[src/rtl/ddr_phy_pkg.sv]
// ddr3 quarter-rate phy write path definitions
// memory and afi widths, rate constants and the write bundles
package ddr_phy_pkg;

	// ************************************************************
	// rate and memory interface widths
	// ************************************************************

	// full-rate slots carried by one afi cycle
	localparam int RATE_MULT = 4;

	localparam int MEM_DQ_WIDTH        = 16;
	localparam int MEM_DM_WIDTH        = 2;
	localparam int MEM_WRITE_DQS_WIDTH = 2;

	// bits that belong to one dqs group
	localparam int DQ_GROUP_WIDTH = 8;
	localparam int DM_GROUP_WIDTH = 1;

	// ************************************************************
	// afi side widths
	// ************************************************************

	// data and mask carry two ddr beats per slot in slot-major order
	localparam int AFI_DATA_WIDTH = 128;
	localparam int AFI_DM_WIDTH   = 16;

	// one bit per slot and group
	localparam int AFI_DQS_WIDTH = 8;

	// number of full-rate slots a group is delayed by
	typedef logic [1:0] shift_t;

	// write request as it arrives from the controller
	typedef struct packed {
		logic [AFI_DQS_WIDTH-1:0]  dqs_en;
		logic [AFI_DQS_WIDTH-1:0]  wdata_valid;
		logic [AFI_DM_WIDTH-1:0]   dm;
		logic [AFI_DATA_WIDTH-1:0] wdata;
	} afi_wr_t;

	// write fields handed to the ddio output cells
	typedef struct packed {
		logic [AFI_DQS_WIDTH-1:0]  oct_ena;
		logic [AFI_DQS_WIDTH-1:0]  dqs_en;
		logic [AFI_DQS_WIDTH-1:0]  wrdata_en;
		logic [AFI_DM_WIDTH-1:0]   wrdata_mask;
		logic [AFI_DATA_WIDTH-1:0] dq;
	} ddio_wr_t;

endpackage
[src/rtl/phy_write_top.sv]
// phy write path top level
// joins the sequencer shift registers with the write datapath
module phy_write_top #(
	parameter int NUM_WRITE_PATH_FLOP_STAGES = 2,
	parameter int NUM_WRITE_FR_CYCLE_SHIFTS  = 4
) (
	input  logic                                                pll_afi_clk,
	input  logic                                                arst_n,
	input  logic [ddr_phy_pkg::AFI_DATA_WIDTH-1:0]              afi_wdata,
	input  logic [ddr_phy_pkg::AFI_DQS_WIDTH-1:0]               afi_wdata_valid,
	input  logic [ddr_phy_pkg::AFI_DM_WIDTH-1:0]                afi_dm,
	input  logic [ddr_phy_pkg::AFI_DQS_WIDTH-1:0]               afi_dqs_en,
	input  logic [ddr_phy_pkg::AFI_DQS_WIDTH-1:0]               force_oct_off,
	input  logic                                                cfg_wr,
	input  logic [$clog2(ddr_phy_pkg::MEM_WRITE_DQS_WIDTH)-1:0] cfg_group,
	input  ddr_phy_pkg::shift_t                                 cfg_shift,
	output logic [ddr_phy_pkg::AFI_DATA_WIDTH-1:0]              phy_ddio_dq,
	output logic [ddr_phy_pkg::AFI_DM_WIDTH-1:0]                phy_ddio_wrdata_mask,
	output logic [ddr_phy_pkg::AFI_DQS_WIDTH-1:0]               phy_ddio_wrdata_en,
	output logic [ddr_phy_pkg::AFI_DQS_WIDTH-1:0]               phy_ddio_dqs_en,
	output logic [ddr_phy_pkg::AFI_DQS_WIDTH-1:0]               phy_ddio_oct_ena
);
	import ddr_phy_pkg::*;

	afi_wr_t                                   afi_in;
	ddio_wr_t                                  ddio_out;
	logic [MEM_WRITE_DQS_WIDTH*$bits(shift_t)-1:0] group_shift;

	assign afi_in = '{
		dqs_en:      afi_dqs_en,
		wdata_valid: afi_wdata_valid,
		dm:          afi_dm,
		wdata:       afi_wdata
	};

	write_shift_cfg write_shift_cfg_inst (
		.pll_afi_clk (pll_afi_clk),
		.arst_n      (arst_n),
		.cfg_wr      (cfg_wr),
		.cfg_group   (cfg_group),
		.cfg_shift   (cfg_shift),
		.group_shift (group_shift)
	);

	write_datapath #(
		.NUM_WRITE_PATH_FLOP_STAGES (NUM_WRITE_PATH_FLOP_STAGES),
		.NUM_WRITE_FR_CYCLE_SHIFTS  (NUM_WRITE_FR_CYCLE_SHIFTS)
	) write_datapath_inst (
		.pll_afi_clk   (pll_afi_clk),
		.arst_n        (arst_n),
		.afi_in        (afi_in),
		.force_oct_off (force_oct_off),
		.group_shift   (group_shift),
		.ddio_out      (ddio_out)
	);

	assign phy_ddio_dq          = ddio_out.dq;
	assign phy_ddio_wrdata_mask = ddio_out.wrdata_mask;
	assign phy_ddio_wrdata_en   = ddio_out.wrdata_en;
	assign phy_ddio_dqs_en      = ddio_out.dqs_en;
	assign phy_ddio_oct_ena     = ddio_out.oct_ena;

endmodule

[src/rtl/write_datapath.sv]
// write datapath
// pipes the afi write bundle, deskews each dqs group and forms the odt window
module write_datapath #(
	parameter int NUM_WRITE_PATH_FLOP_STAGES = 2,
	parameter int NUM_WRITE_FR_CYCLE_SHIFTS  = 4
) (
	input  logic                                                  pll_afi_clk,
	input  logic                                                  arst_n,
	input  ddr_phy_pkg::afi_wr_t                                  afi_in,
	input  logic [ddr_phy_pkg::AFI_DQS_WIDTH-1:0]                 force_oct_off,
	input  logic [ddr_phy_pkg::MEM_WRITE_DQS_WIDTH*
		$bits(ddr_phy_pkg::shift_t)-1:0]                          group_shift,
	output ddr_phy_pkg::ddio_wr_t                                 ddio_out
);
	import ddr_phy_pkg::*;

	localparam int SHIFT_W      = $bits(shift_t);
	localparam int NUM_BEATS    = 2 * RATE_MULT;
	localparam int GRP_DQ_WIDTH = DQ_GROUP_WIDTH * NUM_BEATS;
	localparam int GRP_DM_WIDTH = DM_GROUP_WIDTH * NUM_BEATS;

	afi_wr_t                  afi_piped;
	logic [AFI_DQS_WIDTH-1:0] dqs_en_early;
	logic [AFI_DQS_WIDTH-1:0] oct_src_extended;
	logic [AFI_DQS_WIDTH-1:0] oct_window;

	// slot-major buses after the per-group shift
	logic [AFI_DATA_WIDTH-1:0] dq_post;
	logic [AFI_DM_WIDTH-1:0]   dm_post;
	logic [AFI_DQS_WIDTH-1:0]  wren_post;
	logic [AFI_DQS_WIDTH-1:0]  dqs_post;
	logic [AFI_DQS_WIDTH-1:0]  window_post;

	write_path_pipe #(
		.NUM_STAGES (NUM_WRITE_PATH_FLOP_STAGES)
	) write_path_pipe_inst (
		.pll_afi_clk  (pll_afi_clk),
		.arst_n       (arst_n),
		.afi_in       (afi_in),
		.afi_out      (afi_piped),
		.dqs_en_early (dqs_en_early)
	);

	// ************************************************************
	// termination window
	// ************************************************************

	// the early tap runs one cycle ahead, so widening by two slots and
	// delaying by three leaves one slot of margin on either side
	fr_cycle_extender #(
		.WIDTH (AFI_DQS_WIDTH)
	) oct_src_extender (
		.pll_afi_clk (pll_afi_clk),
		.arst_n      (arst_n),
		.datain      (dqs_en_early),
		.dataout     (oct_src_extended)
	);

	fr_cycle_shifter #(
		.WIDTH (AFI_DQS_WIDTH)
	) oct_src_shifter (
		.pll_afi_clk (pll_afi_clk),
		.arst_n      (arst_n),
		.shift_by    (shift_t'(3)),
		.datain      (oct_src_extended),
		.dataout     (oct_window)
	);

	// ************************************************************
	// per-group deskew
	// ************************************************************

	for (genvar g = 0; g < MEM_WRITE_DQS_WIDTH; g++)
	begin : grp_gen
		shift_t                  grp_shift;
		logic [GRP_DQ_WIDTH-1:0] grp_dq_pre;
		logic [GRP_DQ_WIDTH-1:0] grp_dq;
		logic [GRP_DM_WIDTH-1:0] grp_dm_pre;
		logic [GRP_DM_WIDTH-1:0] grp_dm;
		logic [RATE_MULT-1:0]    grp_wren_pre;
		logic [RATE_MULT-1:0]    grp_wren;
		logic [RATE_MULT-1:0]    grp_dqs_pre;
		logic [RATE_MULT-1:0]    grp_dqs;
		logic [RATE_MULT-1:0]    grp_win_pre;
		logic [RATE_MULT-1:0]    grp_win;

		if (NUM_WRITE_FR_CYCLE_SHIFTS < 4)
		begin : fixed_shift_gen
			assign grp_shift = shift_t'(NUM_WRITE_FR_CYCLE_SHIFTS);
		end
		else
		begin : seq_shift_gen
			assign grp_shift = group_shift[g*SHIFT_W +: SHIFT_W];
		end

		// gather this group's bits beat by beat, and scatter them back
		for (genvar t = 0; t < NUM_BEATS; t++)
		begin : beat_gen
			assign grp_dq_pre[t*DQ_GROUP_WIDTH +: DQ_GROUP_WIDTH] =
				afi_piped.wdata[g*DQ_GROUP_WIDTH + t*MEM_DQ_WIDTH +: DQ_GROUP_WIDTH];
			assign dq_post[g*DQ_GROUP_WIDTH + t*MEM_DQ_WIDTH +: DQ_GROUP_WIDTH] =
				grp_dq[t*DQ_GROUP_WIDTH +: DQ_GROUP_WIDTH];
			assign grp_dm_pre[t*DM_GROUP_WIDTH +: DM_GROUP_WIDTH] =
				afi_piped.dm[g*DM_GROUP_WIDTH + t*MEM_DM_WIDTH +: DM_GROUP_WIDTH];
			assign dm_post[g*DM_GROUP_WIDTH + t*MEM_DM_WIDTH +: DM_GROUP_WIDTH] =
				grp_dm[t*DM_GROUP_WIDTH +: DM_GROUP_WIDTH];
		end

		// control buses carry one bit per slot and group
		for (genvar s = 0; s < RATE_MULT; s++)
		begin : slot_gen
			assign grp_wren_pre[s] = afi_piped.wdata_valid[g + s*MEM_WRITE_DQS_WIDTH];
			assign grp_dqs_pre[s]  = afi_piped.dqs_en[g + s*MEM_WRITE_DQS_WIDTH];
			assign grp_win_pre[s]  = oct_window[g + s*MEM_WRITE_DQS_WIDTH];
			assign wren_post[g + s*MEM_WRITE_DQS_WIDTH]   = grp_wren[s];
			assign dqs_post[g + s*MEM_WRITE_DQS_WIDTH]    = grp_dqs[s];
			assign window_post[g + s*MEM_WRITE_DQS_WIDTH] = grp_win[s];
		end

		fr_cycle_shifter #(.WIDTH (GRP_DQ_WIDTH)) dq_shifter (
			.pll_afi_clk (pll_afi_clk), .arst_n (arst_n), .shift_by (grp_shift),
			.datain (grp_dq_pre), .dataout (grp_dq)
		);
		fr_cycle_shifter #(.WIDTH (GRP_DM_WIDTH)) dm_shifter (
			.pll_afi_clk (pll_afi_clk), .arst_n (arst_n), .shift_by (grp_shift),
			.datain (grp_dm_pre), .dataout (grp_dm)
		);
		fr_cycle_shifter #(.WIDTH (RATE_MULT)) wren_shifter (
			.pll_afi_clk (pll_afi_clk), .arst_n (arst_n), .shift_by (grp_shift),
			.datain (grp_wren_pre), .dataout (grp_wren)
		);
		fr_cycle_shifter #(.WIDTH (RATE_MULT)) dqs_shifter (
			.pll_afi_clk (pll_afi_clk), .arst_n (arst_n), .shift_by (grp_shift),
			.datain (grp_dqs_pre), .dataout (grp_dqs)
		);
		fr_cycle_shifter #(.WIDTH (RATE_MULT)) win_shifter (
			.pll_afi_clk (pll_afi_clk), .arst_n (arst_n), .shift_by (grp_shift),
			.datain (grp_win_pre), .dataout (grp_win)
		);
	end

	// force_oct_off acts in the current cycle, not through the shift
	assign ddio_out = '{
		oct_ena:     ~window_post & ~force_oct_off,
		dqs_en:      dqs_post,
		wrdata_en:   wren_post,
		wrdata_mask: dm_post,
		dq:          dq_post
	};

endmodule

[src/rtl/write_shift_cfg.sv]
// write deskew configuration registers
// holds the slot shift per dqs group as written by the sequencer
module write_shift_cfg (
	input  logic                                                  pll_afi_clk,
	input  logic                                                  arst_n,
	input  logic                                                  cfg_wr,
	input  logic [$clog2(ddr_phy_pkg::MEM_WRITE_DQS_WIDTH)-1:0]   cfg_group,
	input  ddr_phy_pkg::shift_t                                   cfg_shift,
	output logic [ddr_phy_pkg::MEM_WRITE_DQS_WIDTH*
		$bits(ddr_phy_pkg::shift_t)-1:0]                          group_shift
);
	import ddr_phy_pkg::*;

	localparam int SHIFT_W = $bits(shift_t);

	shift_t shift_r [MEM_WRITE_DQS_WIDTH];

	// the addressed group takes the new shift on the strobe edge
	always_ff @(posedge pll_afi_clk or negedge arst_n)
	begin
		if (!arst_n)
		begin
			for (int g = 0; g < MEM_WRITE_DQS_WIDTH; g++)
				shift_r[g] <= '0;
		end
		else if (cfg_wr)
		begin
			shift_r[cfg_group] <= cfg_shift;
		end
	end

	// group 0 sits in the low bits
	for (genvar g = 0; g < MEM_WRITE_DQS_WIDTH; g++)
	begin : out_gen
		assign group_shift[g*SHIFT_W +: SHIFT_W] = shift_r[g];
	end

endmodule

[src/rtl/write_path_pipe.sv]
// write path flop pipeline
// delays the afi write bundle by a set number of afi cycles
module write_path_pipe #(
	parameter int NUM_STAGES = 2
) (
	input  logic                                   pll_afi_clk,
	input  logic                                   arst_n,
	input  ddr_phy_pkg::afi_wr_t                   afi_in,
	output ddr_phy_pkg::afi_wr_t                   afi_out,
	output logic [ddr_phy_pkg::AFI_DQS_WIDTH-1:0]  dqs_en_early
);
	import ddr_phy_pkg::*;

	afi_wr_t stage_r [NUM_STAGES];

	always_ff @(posedge pll_afi_clk or negedge arst_n)
	begin
		if (!arst_n)
		begin
			for (int i = 0; i < NUM_STAGES; i++)
				stage_r[i] <= '0;
		end
		else
		begin
			stage_r[0] <= afi_in;
			for (int i = 1; i < NUM_STAGES; i++)
				stage_r[i] <= stage_r[i-1];
		end
	end

	assign afi_out = stage_r[NUM_STAGES-1];

	// termination has to open a cycle ahead of the data, so it taps
	// the stage before the last one
	if (NUM_STAGES == 1)
	begin : tap_input_gen
		assign dqs_en_early = afi_in.dqs_en;
	end
	else
	begin : tap_stage_gen
		assign dqs_en_early = stage_r[NUM_STAGES-2].dqs_en;
	end

endmodule

[src/rtl/fr_cycle_extender.sv]
// full-rate cycle extender
// stretches every high slot over the two slots that follow it
module fr_cycle_extender #(
	parameter int WIDTH = 8
) (
	input  logic             pll_afi_clk,
	input  logic             arst_n,
	input  logic [WIDTH-1:0] datain,
	output logic [WIDTH-1:0] dataout
);
	import ddr_phy_pkg::*;

	localparam int SLOT_WIDTH = WIDTH / RATE_MULT;

	logic [WIDTH-1:0]   prev_r;
	logic [2*WIDTH-1:0] joined;
	logic [WIDTH-1:0]   back_one;
	logic [WIDTH-1:0]   back_two;

	// the previous word supplies the slots before slot 0
	always_ff @(posedge pll_afi_clk or negedge arst_n)
	begin
		if (!arst_n)
			prev_r <= '0;
		else
			prev_r <= datain;
	end

	assign joined = {datain, prev_r};

	// the same word seen one and two slots earlier
	assign back_one = joined[(RATE_MULT-1)*SLOT_WIDTH +: WIDTH];
	assign back_two = joined[(RATE_MULT-2)*SLOT_WIDTH +: WIDTH];

	// slot s is high if slot s, s-1 or s-2 was high
	assign dataout = datain | back_one | back_two;

endmodule

[src/rtl/fr_cycle_shifter.sv]
// full-rate cycle shifter
// moves a slot-packed word later by 0 to 3 full-rate slots
module fr_cycle_shifter #(
	parameter int WIDTH = 8
) (
	input  logic                pll_afi_clk,
	input  logic                arst_n,
	input  ddr_phy_pkg::shift_t shift_by,
	input  logic [WIDTH-1:0]    datain,
	output logic [WIDTH-1:0]    dataout
);
	import ddr_phy_pkg::*;

	localparam int SLOT_WIDTH = WIDTH / RATE_MULT;

	// word seen in the previous afi cycle
	logic [WIDTH-1:0] prev_r;

	// previous word in the low half, current word in the high half
	logic [2*WIDTH-1:0] joined;

	always_ff @(posedge pll_afi_clk or negedge arst_n)
	begin
		if (!arst_n)
			prev_r <= '0;
		else
			prev_r <= datain;
	end

	assign joined = {datain, prev_r};

	// a window of one word starting k slots below the current word
	// pulls the top k slots of the previous cycle into the low slots
	always_comb
	begin
		case (shift_by)
			2'd0:
				dataout = datain;
			2'd1:
				dataout = joined[(RATE_MULT-1)*SLOT_WIDTH +: WIDTH];
			2'd2:
				dataout = joined[(RATE_MULT-2)*SLOT_WIDTH +: WIDTH];
			default:
				dataout = joined[(RATE_MULT-3)*SLOT_WIDTH +: WIDTH];
		endcase
	end

endmodule

[config.mk]
export PLATFORM = sky130hd
export DESIGN_NAME = phy_write_top
export DESIGN_NICKNAME = d
export VERILOG_FILES = /design/src/rtl/ddr_phy_pkg.sv /design/src/rtl/phy_write_top.sv /design/src/rtl/write_datapath.sv /design/src/rtl/write_shift_cfg.sv /design/src/rtl/write_path_pipe.sv /design/src/rtl/fr_cycle_extender.sv /design/src/rtl/fr_cycle_shifter.sv
export SDC_FILE = /design/constraint.sdc
export NUM_CORES = 1
export LEC_CHECK = 0
export BUFFER_PORTS_ARGS = -buffer_cell sky130_fd_sc_hd__clkbuf_2
export CORE_MARGIN = 2
export CORE_UTILIZATION = 59
export CTS_CLUSTER_SIZE = 40
export DETAILED_ROUTE_END_ITERATION = 6
export HOLD_SLACK_MARGIN = 0.15
export PLACE_DENSITY = 0.85
export SLEW_MARGIN = 30
export SYNTH_ARGS = -nofsm -noshare
export SYNTH_HDL_FRONTEND = slang
export SYNTH_HIERARCHICAL = 1
export SYNTH_SLANG_ARGS = --single-unit
[constraint.sdc]
create_clock -name pll_afi_clk -period 5.85 [get_ports pll_afi_clk]
set_input_delay 1.17 -clock pll_afi_clk [delete_from_list [all_inputs] [get_ports pll_afi_clk]]
set_output_delay 1.17 -clock pll_afi_clk [all_outputs]
set_load 0.005 [all_outputs]
==> results of run 1 <==
## kinds of logic after synthesis
logic type,Yosys count,share of synthesized area (%)
flip-flops,460,66.34
buffers and inverters,202,9.389
multiplexers,180,23.67
AND/OR/NAND/NOR,18,0.5769
other,1,0.02161
## synthesized netlist by cell type (all sizes together)
cell / n / area [um^2]
dfrtp: 460 / 11510
buf: 202 / 1629
mux4: 176 / 4061
nor2: 8 / 30.03
or3: 8 / 50.05
mux2: 4 / 45.04
conb: 1 / 3.750
nand2: 1 / 6.260
nor2b: 1 / 13.76
## per-layer routing
layer  share of wire, %  wire [um]
met1                 38      12690
met2                 51      16860
met3                7.2       2409
met4                4.0       1340
met5                  0          0
## registers in the layout (all words and copies together), names as in the netlist
register and flops:
write_datapath_inst/grp_gen.wren_shifter/prev_r 6, write_datapath_inst/oct_src_shifter/prev_r 6, write_datapath_inst/grp_gen.win_shifter/prev_r 6, write_datapath_inst/grp_gen.dm_shifter/prev_r 12
write_datapath_inst/grp_gen.dqs_shifter/prev_r 6, write_datapath_inst/write_path_pipe_inst/dqs_en_early 8, write_shift_cfg_inst/group_shift 4, write_datapath_inst/write_path_pipe_inst/afi_out 160
write_datapath_inst/oct_src_extender/prev_r 4, write_datapath_inst/write_path_pipe_inst/stage_r 152, write_datapath_inst/grp_gen.dq_shifter/prev_r 96
## power groups by stage
stage / clock network (uW) / logic (uW) / registers, uW
2_1_floorplan: 0 / 731 / 3450
3_3_place_gp: 0 / 918 / 3570
3_5_place_dp: 0 / 935 / 3590
4_1_cts: 2970 / 943 / 3540
5_1_grt: 3110 / 1020 / 3540
6_report: 2910 / 954 / 3520
## how the worst min path moves through the flow
stage,end,slack [ns],from,cells after the start
floorplan,flop,0.33,flop,0
global placement,flop,0.33,flop,0
detailed placement,flop,0.33,flop,0
CTS,flop,0.35,flop,0
global route,flop,0.35,flop,0
finish,flop,0.34,flop,0
## cell type report
cell class	instances	area (um^2)
Fill cell	1851	9275
Multi-Input combinational cell	200	4214
Clock buffer	60	1282
Sequential cell	460	11530
Tap cell	384	480.5
Clock inverter	22	247.7
Timing Repair Buffer	350	1829
Antenna cell	1	2.502
## per-stage QoR
step                hold slack [ns]  util [%]  std cells  worst slack, ns  power (uW)
CTS                          0.3458     67.75       1475            1.662        7452
finish                       0.3430     67.86       1477            1.737        7383
global route                 0.3491     67.86       1477            1.502        7683
detailed placement           0.3347     62.45       1393            2.248        4527
floorplan                    0.3312         -        862            2.717        4186
global placement             0.3311     62.45       1393            2.305        4491
## layout by cell type (no fill, tap or decap), types with 7 or more instances in the layout
cell / synthesis / routed
dfrtp_1: 460 / 456
clkbuf_2: 0 / 340
mux4_2: 150 / 150
clkbuf_16: 0 / 45
mux4_1: 26 / 26
clkbuf_8: 0 / 10
nor2_1: 8 / 8
or3_1: 8 / 8
clkinv_2: 0 / 7
==> results.sh, run 1 <==
export IMPL_seqPwrFrac_pct=47.7
export IMPL_ctsRootBufferMaster="clkbuf_16"
export IMPL_gr_usage_met2_pct=34.83
export IMPL_p_sw_share_pct=23.58
export IMPL_min_period_over_period_pct=70.30
export IMPL_cpPeakStageDelay_ns=0.87
export IMPL_ys_types=12
export IMPL_core_um2=28860
export IMPL_cp_startpoint="write_shift_cfg_inst/group_shift[2]"
export IMPL_ir_worst_vdd_mv=0.2941
export IMPL_tns_ns=0
export IMPL_clk_pin_slew_worst_paths_ns=0.06
export IMPL_grt_busiest_layer="met2"
export IMPL_cts_num_sinks=460
export IMPL_antenna_found_initial=1
export IMPL_path_max_fanout=43
export IMPL_overflow=0
export IMPL_path_depth=3
export IMPL_firstDrtPassIters=5
export IMPL_synthesis_area_um2=17350
export IMPL_cts_path_max_buffers=3
export IMPL_p_int_uw=5642
export IMPL_start_kind="flop"
export IMPL_clock_latency_ns=0.53
export IMPL_arrival_ns=2.94
export IMPL_status="complete, no violations"
export IMPL_drc=0
export IMPL_initial_utilization_pct=60.12
export IMPL_cts_setup_buffers=0
export IMPL_use_met1_pct=30.22
export IMPL_pwr_share_clk_pct=39.4
export IMPL_vias_per_cell=5.655
export IMPL_rsz0062_at_grt="false"
export IMPL_endpoint="phy_ddio_dq[94]"
export IMPL_hpwl_um=22440
export IMPL_syn_inst=861
export IMPL_post_dp_cell_area_um2=18020
export IMPL_via_count=8352
export IMPL_h_tree_depth=2
export IMPL_grt_util_met3_pct=5.022
export IMPL_pwr_share_comb_pct=12.9
export IMPL_relSlewSlack_pct=36.96
export IMPL_cap_violations=0
export IMPL_cts_buffers=44
export IMPL_cp_slowest_cell="dfrtp_4"
export IMPL_powerDensity_nw_per_um2=377.0
export IMPL_synth_seq_area_share_pct=66.34
export IMPL_synth_seq_cells=460
export IMPL_rrSetupSlack_ns=4.36
export IMPL_fin_worst_skew_ns=0.01986
export IMPL_crit_family="flip-flops"
export IMPL_io_pins=342
export IMPL_drt_total_wl_um=33300
export IMPL_finalNetCount=1230
export IMPL_finalHoldViolCount=0
export IMPL_design_area_um2=19580
export IMPL_postRouteAntennaNets=0
export IMPL_critical_path_buf_inv_count=2
export IMPL_finalCriticalPeriod_ns=4.113
export IMPL_grt_max_degree=134
export IMPL_setup_worst_path_end_class="output pin"
export IMPL_die_h_um=175.5
export IMPL_p_sw_uw=1741
export IMPL_layout_drive_gt1_share_pct=53.57
export IMPL_tightest_slew_ns=0.9457
export IMPL_slew_viol_final=0
export IMPL_grt_pass1_vias=8761
export IMPL_die_x_um=175.5
export IMPL_p_leak_uw=0.008800
export IMPL_path_class="flop to output pin"
export IMPL_path_cells="buf_4 -> mux4_1 -> clkbuf_2"
export IMPL_yosysWarnings=6
export IMPL_grt_pass1_wl_um=51160
export IMPL_wire_per_inst_um=22.54
export IMPL_min_path_type="flop to flop"
export IMPL_cts_tree="yes"
export IMPL_drt_iter0_drc=620
export IMPL_finalSetupViolCount=0
export IMPL_rr_worst_depth=2
export IMPL_area_growth_syn_to_layout_pct=12.86
export IMPL_avgSynthCellArea_um2=20.15
export IMPL_port_buffers=341
export IMPL_cts_resized=0
export IMPL_fp_dieArea_um2=30800
export IMPL_gp_congestion=0.9033
export IMPL_fmax_mhz=243.2
export IMPL_rows=62
export IMPL_hold_buffers=0
export IMPL_critPathRequiredTime_ns=4.68
export IMPL_grt_usage_pct=22.03
(Power assumes the default switching activity.)
==> run 2, diff against run 1 <==
Settings changed: CORE_UTILIZATION 59 to 55, PLACE_DENSITY 0.85 to 0.8.
Clock period 5.85 ns to 4.2 ns, I/O delays scaled along.
==> run 2 against run 1 <==
  * Worst setup slack got worse by 1.1 ns
  * Clock skew fell by 0.0038 ns
  * Non-clock buffer count rose by 3
  * Critical path type unchanged
  * Largest cell class unchanged
==> results.sh, run 2 (synthesis gave the netlist of run 1 again) <==
export IMPL_relSlewSlack_pct=46.98
export IMPL_gr_usage_met2_pct=32.37
export IMPL_rrSetupSlack_ns=2.72
export IMPL_io_pins=342
export IMPL_clock_latency_ns=0.54
export IMPL_path_max_fanout=4
export IMPL_port_buffers=341
export IMPL_die_x_um=181.6
export IMPL_gp_congestion=0.7980
export IMPL_grt_util_met3_pct=5.676
export IMPL_fmax_mhz=284.1
export IMPL_postRouteAntennaNets=0
export IMPL_firstDrtPassIters=4
export IMPL_critPathRequiredTime_ns=3.36
export IMPL_cts_buffers=45
export IMPL_drc=0
export IMPL_layout_drive_gt1_share_pct=53.38
export IMPL_layout_common_cells="dfrtp_1 (456), clkbuf_2 (340), mux4_2 (150), clkbuf_16 (45), mux4_1 (26)"
export IMPL_cap_violations=0
export IMPL_fp_dieArea_um2=32980
export IMPL_slew_viol_final=0
export IMPL_cts_resized=0
export IMPL_path_class="flop to output pin"
export IMPL_start_kind="flop"
export IMPL_powerDensity_nw_per_um2=517.8
export IMPL_cp_slowest_cell="mux4_1"
export IMPL_min_period_over_period_pct=83.81
export IMPL_ctsRootBufferMaster="clkbuf_16"
export IMPL_via_count=8224
export IMPL_rows=65
export IMPL_tightest_slew_ns=0.7953
export IMPL_post_dp_cell_area_um2=18140
export IMPL_cts_path_max_buffers=3
export IMPL_hold_buffers=0
export IMPL_layout_commonest_cell="dfrtp_1"
export IMPL_drt_iter0_drc=404
export IMPL_wire_per_inst_um=21.22
export IMPL_clk_pin_slew_worst_paths_ns=0.06
export IMPL_cts_tree="yes"
export IMPL_design_area_um2=19620
export IMPL_hpwl_um=21740
export IMPL_rsz0062_at_grt="false"
export IMPL_h_tree_depth=2
export IMPL_initial_utilization_pct=55.41
export IMPL_ir_worst_vdd_mv=0.3977
export IMPL_finalSetupViolCount=0
export IMPL_tns_ns=0
export IMPL_drt_total_wl_um=31770
export IMPL_finalNetCount=1234
export IMPL_die_h_um=181.6
export IMPL_path_cells="or3_1 -> mux4_2 -> mux4_1 -> nor2_1 -> clkbuf_2"
export IMPL_arrival_ns=2.68
export IMPL_largest_reg_flops=160
export IMPL_cts_num_sinks=460
export IMPL_critical_path_buf_inv_count=1
export IMPL_cpPeakStageDelay_ns=0.55
export IMPL_status="complete, no violations"
export IMPL_fin_worst_skew_ns=0.01608
export IMPL_core_um2=31310
export IMPL_area_growth_syn_to_layout_pct=13.06
export IMPL_setup_worst_path_end_class="output pin"
export IMPL_grt_usage_pct=20.05
export IMPL_rr_worst_depth=2
export IMPL_use_met1_pct=26.41
export IMPL_min_path_type="primary input to async pin"
export IMPL_finalCriticalPeriod_ns=3.520
export IMPL_overflow=0
export IMPL_grt_max_degree=114
export IMPL_vias_per_cell=5.494
export IMPL_antenna_found_initial=1
export IMPL_grt_busiest_layer="met2"
export IMPL_finalHoldViolCount=0
export IMPL_grt_pass1_vias=9011
export IMPL_crit_family="multiplexers"
export IMPL_grt_pass1_wl_um=50920
export IMPL_p_leak_uw=0.008809
export IMPL_cts_setup_buffers=0
==> run 2: cell types whose count changed in the layout (fill, tap and decap cells not counted), moves of 2 or more <==
| cell | change |
|---|---|
| clkbuf_1 | +3 |
| clkinvlp_4 | -2 |
| buf_12 | +5 |
| clkbuf_8 | +2 |
| bufinv_16 | -2 |
| inv_6 | -3 |
==> run 2: final cells by class <==
class	count	area, um^2
clock buffers	65	1321
multi-input cells	200	4214
fillers	2129	11700
repair buffers	353	1894
well taps	402	503.0
flip-flops and latches	460	11530
diodes	1	2.502
clock inverters	16	155.1
==> run 2: power by group <==
group          total (uW)  internal [uW]  switching (uW)
logic                1350            797             552
clock network        3920           2320            1600
registers            4890           4660             227
==> run 2: worst max path at each step <==
stage | from | to | slack (ns) | depth (start not counted)
after detailed placement | flop | phy_ddio_oct_ena[7] | 1.25 | 5
after CTS | flop | phy_ddio_oct_ena[7] | 0.67 | 5
final | flop | phy_ddio_oct_ena[6] | 0.68 | 5
after floorplan | flop | phy_ddio_oct_ena[6] | 1.40 | 5
after global placement | write_shift_cfg_inst/group_shift[2] | phy_ddio_dq[25] | 1.30 | 3
after global routing | flop | phy_ddio_oct_ena[6] | 0.54 | 5
==> run 2: per-layer routing <==
metal,vias to the layer above,part of all wire (%)
li1,3417,-
met1,4444,39
met2,285,51
met3,78,7.0
met4,0,3.7
met5,-,0
==> run 2: through the flow <==
stage,power [uW],utilization [%],setup WS (ns),std cells,hold WS [ns]
after floorplan,5830,-,1.397,862,0.3312
after global placement,6295,57.93,1.296,1415,0.3316
after detailed placement,6336,57.93,1.253,1415,0.3347
after CTS,10280,62.64,0.6685,1496,0.3426
after global routing,10590,62.64,0.5438,1496,0.3507
final,10160,62.65,0.6798,1497,0.3316
